## config.mk

```make
export PLATFORM = sky130hd
export DESIGN_NAME = procyon_exec
export DESIGN_NICKNAME = d
export VERILOG_FILES = /design/src/rtl/procyon_types.sv /design/src/rtl/procyon_exec.sv /design/src/rtl/completion_buffer.sv /design/src/rtl/mdu.sv /design/src/rtl/ieu.sv /design/src/rtl/reservation_station.sv
export VERILOG_INCLUDE_DIRS = /design/src /design/src/include
export SDC_FILE = /design/constraint.sdc
export NUM_CORES = 2
export LEC_CHECK = 0
export ABC_AREA = 1
export ABC_CLOCK_PERIOD_IN_PS = 20600
export CELL_PAD_IN_SITES_DETAIL_PLACEMENT = 1
export CELL_PAD_IN_SITES_GLOBAL_PLACEMENT = 2
export CORE_MARGIN = 4
export CORE_UTILIZATION = 30
export CTS_BUF_LIST = sky130_fd_sc_hd__clkbuf_16
export DETAILED_ROUTE_END_ITERATION = 16
export DONT_BUFFER_PORTS = 1
export HOLD_SLACK_MARGIN = 0.15
export PLACE_DENSITY = 0.73
export SLEW_MARGIN = 30
export SYNTH_ARGS = -nofsm -noshare
export SYNTH_HDL_FRONTEND = slang
export SYNTH_SLANG_ARGS = --single-unit
export TNS_END_PERCENT = 20
```

## constraint.sdc

```tcl
create_clock -name clk -period 20.6 [get_ports clk]
set_input_delay 2.06 -clock clk [delete_from_list [all_inputs] [get_ports clk]]
set_output_delay 2.06 -clock clk [all_outputs]
set_load 0.03 [all_outputs]
```

## src/include/procyon_defines.svh

```systemverilog
`ifndef PROCYON_DEFINES_SVH
`define PROCYON_DEFINES_SVH

// Datapath
`define DATA_WIDTH      32
`define TAG_WIDTH       3

// Queue depths
`define CB_DEPTH        8
`define RS_IEU_DEPTH    4
`define RS_MDU_DEPTH    2

// One bus lane per functional unit
`define CDB_DEPTH       2

// Multiply latency, at least 3
`define MDU_STAGES      3

`endif
```

## src/rtl/procyon_types.sv

```systemverilog
`include "procyon_defines.svh"

package procyon_types;

    typedef logic [`DATA_WIDTH-1:0] procyon_data_t;
    typedef logic [`TAG_WIDTH-1:0]  procyon_tag_t;

    typedef enum logic [3:0] {
        OPCODE_ADD  = 4'h0,
        OPCODE_SUB  = 4'h1,
        OPCODE_AND  = 4'h2,
        OPCODE_OR   = 4'h3,
        OPCODE_XOR  = 4'h4,
        OPCODE_SLL  = 4'h5,
        OPCODE_SRL  = 4'h6,
        // Multiply unit opcodes
        OPCODE_MUL  = 4'h8,
        OPCODE_MULH = 4'h9
    } procyon_opcode_t;

    typedef enum logic [1:0] {
        RS_IDLE  = 2'b00,
        RS_WAIT  = 2'b01,
        RS_READY = 2'b10
    } rs_slot_state_t;

endpackage

```

## src/rtl/procyon_exec.sv

```systemverilog
`timescale 1ns/1ps
`include "procyon_defines.svh"

module procyon_exec (
    input  logic                            clk,
    input  logic                            i_rst,

    input  logic                            i_disp_en,
    input  procyon_types::procyon_opcode_t  i_disp_opcode,
    input  procyon_types::procyon_tag_t     i_disp_src_tag    [0:1],
    input  procyon_types::procyon_data_t    i_disp_src_data   [0:1],
    input  logic                            i_disp_src_is_tag [0:1],
    output logic                            o_disp_stall,
    output procyon_types::procyon_tag_t     o_disp_tag,

    output logic                            o_retire_en,
    output procyon_types::procyon_tag_t     o_retire_tag,
    output procyon_types::procyon_data_t    o_retire_data
);

    logic                            is_mdu;
    logic                            accept;
    logic                            cb_full;
    logic                            rs_full     [0:1];
    logic                            lookup_rdy  [0:1];
    procyon_types::procyon_data_t    lookup_data [0:1];
    logic                            rs_src_rdy  [0:1];
    procyon_types::procyon_data_t    rs_src_data [0:1];

    logic                            fu_valid  [0:`CDB_DEPTH-1];
    procyon_types::procyon_opcode_t  fu_opcode [0:`CDB_DEPTH-1];
    procyon_types::procyon_data_t    fu_src_a  [0:`CDB_DEPTH-1];
    procyon_types::procyon_data_t    fu_src_b  [0:`CDB_DEPTH-1];
    procyon_types::procyon_tag_t     fu_tag    [0:`CDB_DEPTH-1];

    logic                            cdb_en    [0:`CDB_DEPTH-1];
    procyon_types::procyon_tag_t     cdb_tag   [0:`CDB_DEPTH-1];
    procyon_types::procyon_data_t    cdb_data  [0:`CDB_DEPTH-1];

    assign is_mdu       = (i_disp_opcode == procyon_types::OPCODE_MUL) ||
                          (i_disp_opcode == procyon_types::OPCODE_MULH);
    assign o_disp_stall = cb_full | (is_mdu ? rs_full[1] : rs_full[0]);
    assign accept       = i_disp_en & ~o_disp_stall;

    // Immediate sources are always ready
    always_comb begin
        for (int s = 0; s < 2; s++) begin
            rs_src_rdy[s]  = i_disp_src_is_tag[s] ? lookup_rdy[s] : 1'b1;
            rs_src_data[s] = i_disp_src_is_tag[s] ? lookup_data[s] : i_disp_src_data[s];
        end
    end

    completion_buffer cb_inst (
        .clk(clk), .i_rst(i_rst),
        .i_alloc_en(accept), .o_alloc_tag(o_disp_tag), .o_full(cb_full),
        .i_lookup_tag(i_disp_src_tag), .o_lookup_rdy(lookup_rdy), .o_lookup_data(lookup_data),
        .i_cdb_en(cdb_en), .i_cdb_tag(cdb_tag), .i_cdb_data(cdb_data),
        .o_retire_en(o_retire_en), .o_retire_tag(o_retire_tag), .o_retire_data(o_retire_data)
    );

    reservation_station #(
        .RS_DEPTH(`RS_IEU_DEPTH)
    ) rs_ieu_inst (
        .clk(clk), .i_rst(i_rst),
        .i_rs_en(accept & ~is_mdu), .i_rs_opcode(i_disp_opcode),
        .i_rs_src_tag(i_disp_src_tag), .i_rs_src_data(rs_src_data), .i_rs_src_rdy(rs_src_rdy),
        .i_rs_dst_tag(o_disp_tag), .o_rs_full(rs_full[0]),
        .i_cdb_en(cdb_en), .i_cdb_tag(cdb_tag), .i_cdb_data(cdb_data),
        .o_fu_valid(fu_valid[0]), .o_fu_opcode(fu_opcode[0]),
        .o_fu_src_a(fu_src_a[0]), .o_fu_src_b(fu_src_b[0]), .o_fu_tag(fu_tag[0])
    );

    reservation_station #(
        .RS_DEPTH(`RS_MDU_DEPTH)
    ) rs_mdu_inst (
        .clk(clk), .i_rst(i_rst),
        .i_rs_en(accept & is_mdu), .i_rs_opcode(i_disp_opcode),
        .i_rs_src_tag(i_disp_src_tag), .i_rs_src_data(rs_src_data), .i_rs_src_rdy(rs_src_rdy),
        .i_rs_dst_tag(o_disp_tag), .o_rs_full(rs_full[1]),
        .i_cdb_en(cdb_en), .i_cdb_tag(cdb_tag), .i_cdb_data(cdb_data),
        .o_fu_valid(fu_valid[1]), .o_fu_opcode(fu_opcode[1]),
        .o_fu_src_a(fu_src_a[1]), .o_fu_src_b(fu_src_b[1]), .o_fu_tag(fu_tag[1])
    );

    ieu ieu_inst (
        .clk(clk), .i_rst(i_rst),
        .i_fu_valid(fu_valid[0]), .i_fu_opcode(fu_opcode[0]),
        .i_fu_src_a(fu_src_a[0]), .i_fu_src_b(fu_src_b[0]), .i_fu_tag(fu_tag[0]),
        .o_cdb_en(cdb_en[0]), .o_cdb_tag(cdb_tag[0]), .o_cdb_data(cdb_data[0])
    );

    mdu mdu_inst (
        .clk(clk), .i_rst(i_rst),
        .i_fu_valid(fu_valid[1]), .i_fu_opcode(fu_opcode[1]),
        .i_fu_src_a(fu_src_a[1]), .i_fu_src_b(fu_src_b[1]), .i_fu_tag(fu_tag[1]),
        .o_cdb_en(cdb_en[1]), .o_cdb_tag(cdb_tag[1]), .o_cdb_data(cdb_data[1])
    );

endmodule

```

## src/rtl/completion_buffer.sv

```systemverilog
`timescale 1ns/1ps
`include "procyon_defines.svh"

module completion_buffer (
    input  logic                          clk,
    input  logic                          i_rst,

    input  logic                          i_alloc_en,
    output procyon_types::procyon_tag_t   o_alloc_tag,
    output logic                          o_full,

    input  procyon_types::procyon_tag_t   i_lookup_tag  [0:1],
    output logic                          o_lookup_rdy  [0:1],
    output procyon_types::procyon_data_t  o_lookup_data [0:1],

    input  logic                          i_cdb_en   [0:`CDB_DEPTH-1],
    input  procyon_types::procyon_tag_t   i_cdb_tag  [0:`CDB_DEPTH-1],
    input  procyon_types::procyon_data_t  i_cdb_data [0:`CDB_DEPTH-1],

    output logic                          o_retire_en,
    output procyon_types::procyon_tag_t   o_retire_tag,
    output procyon_types::procyon_data_t  o_retire_data
);

    procyon_types::procyon_tag_t   head;
    procyon_types::procyon_tag_t   tail;
    logic [`TAG_WIDTH:0]           count;
    logic                          done   [0:`CB_DEPTH-1];
    procyon_types::procyon_data_t  result [0:`CB_DEPTH-1];

    assign o_alloc_tag   = tail;
    assign o_full        = (count == (`TAG_WIDTH+1)'(`CB_DEPTH));

    assign o_retire_en   = done[head];
    assign o_retire_tag  = head;
    assign o_retire_data = result[head];

    // Stored result first, then same-cycle bus bypass
    always_comb begin
        for (int s = 0; s < 2; s++) begin
            o_lookup_rdy[s]  = done[i_lookup_tag[s]];
            o_lookup_data[s] = result[i_lookup_tag[s]];
            for (int c = 0; c < `CDB_DEPTH; c++) begin
                if (i_cdb_en[c] && (i_cdb_tag[c] == i_lookup_tag[s])) begin
                    o_lookup_rdy[s]  = 1'b1;
                    o_lookup_data[s] = i_cdb_data[c];
                end
            end
        end
    end

    always_ff @(posedge clk) begin
        if (i_rst) begin
            head  <= '0;
            tail  <= '0;
            count <= '0;
            for (int i = 0; i < `CB_DEPTH; i++) begin
                done[i] <= 1'b0;
            end
        end else begin
            // Tag width matches the depth, so pointers wrap naturally
            if (i_alloc_en) begin
                tail <= tail + 1'b1;
            end
            if (o_retire_en) begin
                head       <= head + 1'b1;
                done[head] <= 1'b0;
            end
            count <= count + (`TAG_WIDTH+1)'(i_alloc_en) - (`TAG_WIDTH+1)'(o_retire_en);
            for (int c = 0; c < `CDB_DEPTH; c++) begin
                if (i_cdb_en[c]) begin
                    done[i_cdb_tag[c]] <= 1'b1;
                end
            end
        end
    end

    always_ff @(posedge clk) begin
        for (int c = 0; c < `CDB_DEPTH; c++) begin
            if (i_cdb_en[c]) begin
                result[i_cdb_tag[c]] <= i_cdb_data[c];
            end
        end
    end

endmodule

```

## src/rtl/mdu.sv

```systemverilog
`timescale 1ns/1ps
`include "procyon_defines.svh"

module mdu (
    input  logic                            clk,
    input  logic                            i_rst,

    input  logic                            i_fu_valid,
    input  procyon_types::procyon_opcode_t  i_fu_opcode,
    input  procyon_types::procyon_data_t    i_fu_src_a,
    input  procyon_types::procyon_data_t    i_fu_src_b,
    input  procyon_types::procyon_tag_t     i_fu_tag,

    output logic                            o_cdb_en,
    output procyon_types::procyon_tag_t     o_cdb_tag,
    output procyon_types::procyon_data_t    o_cdb_data
);

    localparam LAST = `MDU_STAGES - 1;

    logic                            valid_q  [0:LAST];
    procyon_types::procyon_tag_t     tag_q    [0:LAST];
    procyon_types::procyon_opcode_t  opcode_q [0:LAST-1];
    procyon_types::procyon_data_t    src_a_q;
    procyon_types::procyon_data_t    src_b_q;
    logic [2*`DATA_WIDTH-1:0]        prod_q   [1:LAST-1];

    always_ff @(posedge clk) begin
        if (i_rst) begin
            for (int k = 0; k <= LAST; k++) begin
                valid_q[k] <= 1'b0;
            end
        end else begin
            valid_q[0] <= i_fu_valid;
            for (int k = 1; k <= LAST; k++) begin
                valid_q[k] <= valid_q[k-1];
            end
        end
    end

    always_ff @(posedge clk) begin
        tag_q[0]    <= i_fu_tag;
        opcode_q[0] <= i_fu_opcode;
        for (int k = 1; k <= LAST; k++) begin
            tag_q[k] <= tag_q[k-1];
        end
        for (int k = 1; k < LAST; k++) begin
            opcode_q[k] <= opcode_q[k-1];
        end
        src_a_q <= i_fu_src_a;
        src_b_q <= i_fu_src_b;
        // Unsigned full-width product
        prod_q[1] <= {{`DATA_WIDTH{1'b0}}, src_a_q} * {{`DATA_WIDTH{1'b0}}, src_b_q};
        for (int k = 2; k < LAST; k++) begin
            prod_q[k] <= prod_q[k-1];
        end
        o_cdb_data <= (opcode_q[LAST-1] == procyon_types::OPCODE_MULH) ?
                      prod_q[LAST-1][2*`DATA_WIDTH-1:`DATA_WIDTH] :
                      prod_q[LAST-1][`DATA_WIDTH-1:0];
    end

    assign o_cdb_en  = valid_q[LAST];
    assign o_cdb_tag = tag_q[LAST];

endmodule

```

## src/rtl/ieu.sv

```systemverilog
`timescale 1ns/1ps

module ieu (
    input  logic                            clk,
    input  logic                            i_rst,

    input  logic                            i_fu_valid,
    input  procyon_types::procyon_opcode_t  i_fu_opcode,
    input  procyon_types::procyon_data_t    i_fu_src_a,
    input  procyon_types::procyon_data_t    i_fu_src_b,
    input  procyon_types::procyon_tag_t     i_fu_tag,

    output logic                            o_cdb_en,
    output procyon_types::procyon_tag_t     o_cdb_tag,
    output procyon_types::procyon_data_t    o_cdb_data
);

    procyon_types::procyon_data_t  result;
    logic [4:0]                    shamt;

    assign shamt = i_fu_src_b[4:0];

    always_comb begin
        case (i_fu_opcode)
            procyon_types::OPCODE_ADD: result = i_fu_src_a + i_fu_src_b;
            procyon_types::OPCODE_SUB: result = i_fu_src_a - i_fu_src_b;
            procyon_types::OPCODE_AND: result = i_fu_src_a & i_fu_src_b;
            procyon_types::OPCODE_OR:  result = i_fu_src_a | i_fu_src_b;
            procyon_types::OPCODE_XOR: result = i_fu_src_a ^ i_fu_src_b;
            procyon_types::OPCODE_SLL: result = i_fu_src_a << shamt;
            procyon_types::OPCODE_SRL: result = i_fu_src_a >> shamt;
            default:                   result = '0;
        endcase
    end

    always_ff @(posedge clk) begin
        if (i_rst) begin
            o_cdb_en <= 1'b0;
        end else begin
            o_cdb_en <= i_fu_valid;
        end
    end

    // Lane 0 payload
    always_ff @(posedge clk) begin
        o_cdb_tag  <= i_fu_tag;
        o_cdb_data <= result;
    end

endmodule

```

## src/rtl/reservation_station.sv

```systemverilog
`timescale 1ns/1ps
`include "procyon_defines.svh"

module reservation_station #(
    parameter RS_DEPTH = 4
) (
    input  logic                            clk,
    input  logic                            i_rst,

    input  logic                            i_rs_en,
    input  procyon_types::procyon_opcode_t  i_rs_opcode,
    input  procyon_types::procyon_tag_t     i_rs_src_tag  [0:1],
    input  procyon_types::procyon_data_t    i_rs_src_data [0:1],
    input  logic                            i_rs_src_rdy  [0:1],
    input  procyon_types::procyon_tag_t     i_rs_dst_tag,
    output logic                            o_rs_full,

    input  logic                            i_cdb_en   [0:`CDB_DEPTH-1],
    input  procyon_types::procyon_tag_t     i_cdb_tag  [0:`CDB_DEPTH-1],
    input  procyon_types::procyon_data_t    i_cdb_data [0:`CDB_DEPTH-1],

    output logic                            o_fu_valid,
    output procyon_types::procyon_opcode_t  o_fu_opcode,
    output procyon_types::procyon_data_t    o_fu_src_a,
    output procyon_types::procyon_data_t    o_fu_src_b,
    output procyon_types::procyon_tag_t     o_fu_tag
);

    localparam IDX_WIDTH = (RS_DEPTH > 1) ? $clog2(RS_DEPTH) : 1;

    procyon_types::rs_slot_state_t   slot_state    [0:RS_DEPTH-1];
    procyon_types::procyon_opcode_t  slot_opcode   [0:RS_DEPTH-1];
    procyon_types::procyon_tag_t     slot_dst_tag  [0:RS_DEPTH-1];
    procyon_types::procyon_tag_t     slot_src_tag  [0:RS_DEPTH-1][0:1];
    procyon_types::procyon_data_t    slot_src_data [0:RS_DEPTH-1][0:1];
    logic                            slot_src_rdy  [0:RS_DEPTH-1][0:1];
    // Number of younger entries still held
    logic [IDX_WIDTH-1:0]            slot_age      [0:RS_DEPTH-1];

    procyon_types::procyon_data_t    snoop_data    [0:RS_DEPTH-1][0:1];
    logic                            snoop_rdy     [0:RS_DEPTH-1][0:1];
    procyon_types::procyon_data_t    entry_data    [0:1];
    logic                            entry_rdy     [0:1];

    logic                            alloc_found;
    logic                            alloc_en;
    logic [IDX_WIDTH-1:0]            alloc_idx;
    logic                            issue_found;
    logic [IDX_WIDTH-1:0]            issue_idx;
    logic [IDX_WIDTH-1:0]            issue_age;

    // Operand capture from the bus, for held slots and the incoming entry
    always_comb begin
        for (int i = 0; i < RS_DEPTH; i++) begin
            for (int s = 0; s < 2; s++) begin
                snoop_rdy[i][s]  = slot_src_rdy[i][s];
                snoop_data[i][s] = slot_src_data[i][s];
                for (int c = 0; c < `CDB_DEPTH; c++) begin
                    if (!slot_src_rdy[i][s] && i_cdb_en[c] &&
                        (i_cdb_tag[c] == slot_src_tag[i][s])) begin
                        snoop_rdy[i][s]  = 1'b1;
                        snoop_data[i][s] = i_cdb_data[c];
                    end
                end
            end
        end
        for (int s = 0; s < 2; s++) begin
            entry_rdy[s]  = i_rs_src_rdy[s];
            entry_data[s] = i_rs_src_data[s];
            for (int c = 0; c < `CDB_DEPTH; c++) begin
                if (!i_rs_src_rdy[s] && i_cdb_en[c] && (i_cdb_tag[c] == i_rs_src_tag[s])) begin
                    entry_rdy[s]  = 1'b1;
                    entry_data[s] = i_cdb_data[c];
                end
            end
        end
    end

    // Lowest free slot, and oldest ready slot
    always_comb begin
        alloc_found = 1'b0;
        alloc_idx   = '0;
        issue_found = 1'b0;
        issue_idx   = '0;
        issue_age   = '0;
        for (int i = RS_DEPTH - 1; i >= 0; i--) begin
            if (slot_state[i] == procyon_types::RS_IDLE) begin
                alloc_found = 1'b1;
                alloc_idx   = IDX_WIDTH'(i);
            end
        end
        for (int i = 0; i < RS_DEPTH; i++) begin
            if ((slot_state[i] == procyon_types::RS_READY) &&
                (!issue_found || (slot_age[i] > issue_age))) begin
                issue_found = 1'b1;
                issue_idx   = IDX_WIDTH'(i);
                issue_age   = slot_age[i];
            end
        end
    end

    assign o_rs_full   = ~alloc_found;
    assign alloc_en    = i_rs_en & alloc_found;

    assign o_fu_valid  = issue_found;
    assign o_fu_opcode = slot_opcode[issue_idx];
    assign o_fu_src_a  = slot_src_data[issue_idx][0];
    assign o_fu_src_b  = slot_src_data[issue_idx][1];
    assign o_fu_tag    = slot_dst_tag[issue_idx];

    always_ff @(posedge clk) begin
        if (i_rst) begin
            for (int i = 0; i < RS_DEPTH; i++) begin
                slot_state[i] <= procyon_types::RS_IDLE;
                slot_age[i]   <= '0;
            end
        end else begin
            for (int i = 0; i < RS_DEPTH; i++) begin
                if (issue_found && (issue_idx == IDX_WIDTH'(i))) begin
                    slot_state[i] <= procyon_types::RS_IDLE;
                end else if (slot_state[i] != procyon_types::RS_IDLE) begin
                    slot_state[i] <= (snoop_rdy[i][0] && snoop_rdy[i][1]) ?
                                     procyon_types::RS_READY : procyon_types::RS_WAIT;
                    // Older than the issuing entry loses one younger neighbour
                    slot_age[i]   <= slot_age[i] + IDX_WIDTH'(alloc_en) -
                                     IDX_WIDTH'(issue_found && (slot_age[i] > issue_age));
                end
            end
            if (alloc_en) begin
                slot_state[alloc_idx] <= (entry_rdy[0] && entry_rdy[1]) ?
                                         procyon_types::RS_READY : procyon_types::RS_WAIT;
                slot_age[alloc_idx]   <= '0;
            end
        end
    end

    always_ff @(posedge clk) begin
        for (int i = 0; i < RS_DEPTH; i++) begin
            slot_src_rdy[i]  <= snoop_rdy[i];
            slot_src_data[i] <= snoop_data[i];
        end
        if (alloc_en) begin
            slot_opcode[alloc_idx]   <= i_rs_opcode;
            slot_dst_tag[alloc_idx]  <= i_rs_dst_tag;
            slot_src_tag[alloc_idx]  <= i_rs_src_tag;
            slot_src_rdy[alloc_idx]  <= entry_rdy;
            slot_src_data[alloc_idx] <= entry_data;
        end
    end

endmodule

```

# Word level (Yosys, flattened, before mapping)
# Memory sizes are Yosys's and may differ from the RTL's. A register that Yosys moved wholly into a read port is not among the register bits.
# Index checks and enable logic that the tools add are counted.
dict set report word_totals {
  reg_bits 75
  ram_bits 844
  in_bits 79
  out_inout_bits 40
  word_cells 477
  mem_count 20
}
# name depth word_bits rd rd_clocked_by_memory_dff write_ports line
set memory_table {}
lappend memory_table {cb_inst.result 8 32 3 1 2 completion_buffer.sv:29} ;# procyon_types::procyon_data_t result [0:`CB_DEPTH-1];
lappend memory_table {rs_ieu_inst.slot_src_data 4 64 1 0 5 reservation_station.sv:35} ;# procyon_types::procyon_data_t slot_src_data [0:RS_DEPTH-1][0:1];
lappend memory_table {rs_mdu_inst.slot_src_data 2 64 1 1 3 reservation_station.sv:35}
lappend memory_table {mdu_inst.prod_q 1 64 1 0 1 mdu.sv:26} ;# logic [2*`DATA_WIDTH-1:0] prod_q [1:LAST-1];
lappend memory_table {rs_ieu_inst.slot_src_tag 4 6 4 0 1 reservation_station.sv:34} ;# procyon_types::procyon_tag_t slot_src_tag [0:RS_DEPTH-1][0:1];
lappend memory_table {rs_ieu_inst.slot_opcode 4 4 1 0 1 reservation_station.sv:32} ;# procyon_types::procyon_opcode_t slot_opcode [0:RS_DEPTH-1];
lappend memory_table {{14 more memories} n/a n/a n/a n/a n/a n/a}
dict set report op_classes {
  n_addsub 18
  n_mul 1
  magnitude_cmp 10
  eq_ne 59
  shifts 2
  muxes 203
  bitwise 35
  reduce_logical 123
}
# operator n
set op_table {}
lappend op_table {{32-bit two-way mux} 35}
lappend op_table {{32-bit one-hot mux with 7 select lines} 1}
lappend op_table {{1-bit two-way mux} 127}
lappend op_table {{3-bit == test} 28}
lappend op_table {{1-bit logical AND} 83}
lappend op_table {{2-bit two-way mux} 33}
lappend op_table {{32-bit by 32-bit multiplier with 64-bit output} 1}
lappend op_table {{32-bit adder} 1}
lappend op_table {{32-bit AND} 1}
lappend op_table {{32-bit OR} 1}
lappend op_table {{32-bit by 5-bit << shifter with 32-bit output} 1}
lappend op_table {{32-bit by 5-bit >> shifter with 32-bit output} 1}
lappend op_table {{32-bit subtractor} 1}
lappend op_table {{32-bit XOR} 1}
lappend op_table {{2-bit != test, second input constant} 12}
lappend op_table {{1-bit OR} 22}
lappend op_table {{3-bit two-way mux} 7}
lappend op_table {{1-bit logical NOT} 18}
lappend op_table {{2-bit == test, second input constant} 8}
lappend op_table {{4-bit == test, second input constant} 4}
lappend op_table {{2-bit greater-than comparator} 7}
lappend op_table {{2-bit logical NOT} 7}
lappend op_table {{4-bit by 3-bit == test with 1-bit output, second input constant} 3}
lappend op_table {{2-bit nonzero test} 6}
lappend op_table {{16 further kinds} 42}

# Longest topological paths before layout
# An unclocked memory read counts as a cell.
dict set report depth {
  depth_word 22
  depth_mapped 59
}

# Cells and area by module
# A second synthesis with hierarchy kept.
dict set report unflattened {
  cells_unflattened 14050
  area_unflattened_um2 103962.2
}
# module n_inst cells_each area_each_um2
set modules_own_cells {}
lappend modules_own_cells {mdu 1 5185 40106.0}
lappend modules_own_cells {{reservation_station (rs_ieu_inst)} 1 2676 21677.0}
lappend modules_own_cells {completion_buffer 1 2819 19989.2}
lappend modules_own_cells {{reservation_station (rs_mdu_inst)} 1 1588 11798.8}
lappend modules_own_cells {ieu 1 1694 9242.6}
lappend modules_own_cells {procyon_exec 1 88 1148.6}

# Worst setup path after synthesis
# No wires, ideal clock.
dict set report synth_timing {
  path_type {register to register}
  start {memory rs_ieu_inst.slot_state[0][0] (netlist name)}
  end {register ieu_inst.o_cdb_data[25]}
  setup_ns 0.114
  t_arrival_ns 7.113
  required_ns 20.486
  setup_slack_ns 13.372
  stages_incl_launch_ff 57
  n_path_buf 4
  period_less_slack_ns 7.228
  cell_sequence {edfxtp_1 > inv_2 > nand2_2 > nor2_1 > inv_1 > ha_1 > nand2_1 > nand2_1 > nand2_1 > nand2_2 > nand2_4 > o21ai_0 > ha_1 > or2_2 > o21ai_0 > inv_1 > nand2_2 > nand2_4 > (+21 left out) > nand2_1 > xor2_1 > ha_1 > nand4_1 > o21ai_0 > a21oi_1 > o21ai_0 > nand2_1 > nand2_1 > a21oi_1 > o21ai_0 > nand2_1 > nand2_1 > nand2_1 > nand2_1 > nor2_1 > nor2_1 > nand2_1}
}
# element line
set synth_rtl {}
lappend synth_rtl {{start: declaration} reservation_station.sv:31} ;# procyon_types::rs_slot_state_t slot_state [0:RS_DEPTH-1];
lappend synth_rtl {{end signal: assignment} ieu.sv:47} ;# o_cdb_data <= result;
lappend synth_rtl {{end: declaration} ieu.sv:15} ;# output procyon_types::procyon_data_t o_cdb_data

==> run metrics <==
grt total ovfl=0; clock transition at the registers of the reported paths=70 ps; Synth area leaders=edfxtp_1 24%, fa_1 19%, nand2_1 12%, o21ai_0 7.6%, inv_1 6.6%; WL final=415000 um; Total GRT Usage=between 20 and 30%; EDFF count, synth=between 700 and 800; Mean Syn Cell Area=7.86 um2; RSZ-0062 raised after global routing=false; r2r startpoint=rs_ieu_inst.slot_state[0][0]; Hold Path Class=register to register; 1st-pass router iterations=5; Post-Route Setup TNS=0 ps; worst-path fanout max=slightly below 70; WL per Instance=approximately 27 um; Final Skew=~53 ps; Hold-fix buffers, CTS=0; vias in the first global route=88500; kind of end point of the critical path=register; DR vias=84800; Core Footprint=just over 300000 um2; Initial Util=30.1%; DR DRC count=0; Placed Instances=around 15000; Mapped Cells=roughly 12000; Final period util=a little under three fifths; FP Rows=approximately 200; total of max-cap violations=0; Synth cell types=65; TritonCTS clock tree=yes; cell taking the most area after synthesis=edfxtp_1; Fin Hold WS=around 330 ps; ANT nets after route=0; Seq/Total Area, Yosys=approximately 29%; CP max-delay cell=buf_4; data required time of the worst path=~21000 ps; Register-to-Register Path Depth=53; Post-Synth XOR/XNOR Area=under 10%; CP dominant cell by count=nand2_1; number of setup buffers added after CTS=0; worst-case clock buffer depth=3; Adder-Cell Fraction of Synth Area=24.6%; post-CTS sizing=0; fraction of the mapped netlist area in simple logic gates=between 10% and 20%; fin nets=12700; Sink Count=between 900 and 1000; Worst EP arrival=around 12000 ps; final hold vios=0; synthesis-stage register bit count=~990; Slew @ Worst Pin=1120 ps; die height=about 560 um; top_reg_cell synth=edfxtp_1; gpl congestion=approximately 0.92; TritonCTS buffer count=~120; Final Max Tran Viols=0; Setup violations, final=0; ys async rst share=0%; reg2reg end=ieu_inst.o_cdb_data[25]; Chip Width=564 um; antenna violations before repair=51; netlist area before placement=between 90000 and 100000 um2; CP Capture Point=ieu_inst.o_cdb_data[25]; Worst slew margin=25.2%; largest net degree at the start of global routing=~210; Min Clock Period, post-route=between 10000 and 15000 ps; Port Buf Inserts=0; Crit Path Class=register to register; die footprint=319000 um2; Ports=119; syn_nets=about 13000; Finished Layout Cells=roughly 16000; post-synthesis mux area share=less than 1%; global-route wire length before repair=between 600000 and 700000 um; Synth-to-Final Area Change=8.71%; largest family of logic cells by synthesized area=adder cells; Detailed Place HPWL=approximately 300000 um; Critical Path Max Stage Delay=710 ps; share of cells above drive strength 1=5.74%; initial drt markers=7444; status=finished, final reports clean; share of the synthesized area in the top cell type=around a quarter; Compound-Gate Fraction of Synth Area=15.8%; H-tree levels=3; CP Launch Type=register; flop2flop setup slack=9010 ps; Skew-Pair Late Insertion Delay=between 700 and 800 ps; Highest Clock Rate=about 0.086 GHz; crit path from=rs_ieu_inst.slot_state[0][0]; post-DR vias/cell=5.44; CTS Root Cell=clkbuf_16; Ys Warns=0
[state kept, by name, indices dropped and copies added (netlist names), 24 cells and up, named ones only]
| signal | flops |
|---|---|
| cb_inst.result | 256 |
| ieu_inst.o_cdb_data | 32 |
| mdu_inst.o_cdb_data | 32 |
| mdu_inst.prod_q | 64 |
| mdu_inst.src_a_q | 32 |
| mdu_inst.src_b_q | 32 |
| rs_ieu_inst.slot_src_data | 256 |
| rs_ieu_inst.slot_src_tag | 24 |
| rs_mdu_inst.slot_src_data | 128 |
[layer usage]
layer | track usage (%) | share of wire (%)
met1 | 33.2 | 42
met2 | 41.8 | 46
met4 | 11.7 | 5.0
met3 | 3.88 | 6.7
met5 | 0 | 0.021
[layout by cell type (no fill, tap or decap), types with 63 or more instances in the layout]
master     count
nand2_1     3014
inv_1       1632
o21ai_0     1419
fa_1         898
edfxtp_1     730
nor2_1       578
o211ai_1     436
nand3_1      429
a21oi_1      423
ha_1         388
dfxtp_1      255
buf_4        235
clkbuf_16    125
xor2_1        90
nand4_1       86
a31oi_1       82
diode_2       63
[through the flow]
stage	instance area (um2)	util (%)	worst slack, ps
floorplan	92900	-	13370
global placement	96600	31.3	8930
detailed placement	96800	31.4	9060
CTS	101000	32.7	9060
global route	101000	32.7	8040
finish	101000	32.7	9010
[critical path, delay by kind of cell, from the launching register on]
family                   cells  cell delay, ps
AND/OR/NAND/NOR             29            4060
AO/OA/AOI/OAI               10            2940
buffers and inverters        9            2570
adder cells (fa/ha/maj)      4            1260
flip-flops                   1             410
XOR/XNOR                     1             120
[cell families after synthesis]
logic type / after synthesis
simple gates: 4265
buf+inv: 2536
mux: 32
xor+xnor: 120
flops: 989
compound gates: 2591
fa+ha+maj: 1286
[how the worst min path moves through the flow]
stage	start	to	slack (ps)	cells past startpoint
floorplan	mdu_inst.opcode_q[0][0]	mdu_inst.opcode_q[0][4]	310	0
global placement	mdu_inst.opcode_q[0][2]	mdu_inst.opcode_q[0][6]	310	0
detailed placement	mdu_inst.opcode_q[0][1]	mdu_inst.opcode_q[0][5]	310	0
CTS	mdu_inst.opcode_q[0][1]	mdu_inst.opcode_q[0][5]	330	0
global route	mdu_inst.tag_q[0][0]	mdu_inst.tag_q[0][3]	340	0
finish	mdu_inst.tag_q[0][5]	mdu_inst.tag_q[0][8]	330	0
[synthesized netlist by cell type, types with 71 or more instances]
| cell | n |
|---|---|
| a21oi_1 | 427 |
| a31oi_1 | 99 |
| buf_1 | 107 |
| buf_2 | 71 |
| clkbuf_1 | 682 |
| dfxtp_1 | 259 |
| edfxtp_1 | 730 |
| fa_1 | 898 |
| ha_1 | 388 |
| inv_1 | 1639 |
| nand2_1 | 3040 |
| nand3_1 | 432 |
| nand4_1 | 86 |
| nor2_1 | 582 |
| o211ai_1 | 436 |
| o21ai_0 | 1420 |
| xor2_1 | 90 |
[area by class of cell]
cell class | instances | area [um2]
fillers | 36800 | 208000
multi-input cells | 8294 | 56500
flip-flops and latches | 989 | 27100
inverters | 1665 | 6270
well taps | 4120 | 5150
clock buffers | 125 | 3130
repair buffers | 249 | 1870
clock inverters | 97 | 852
diodes | 63 | 158
Power is not shown: default switching activity piles up to over one toggle a cycle in this logic, so the estimate is an artifact.
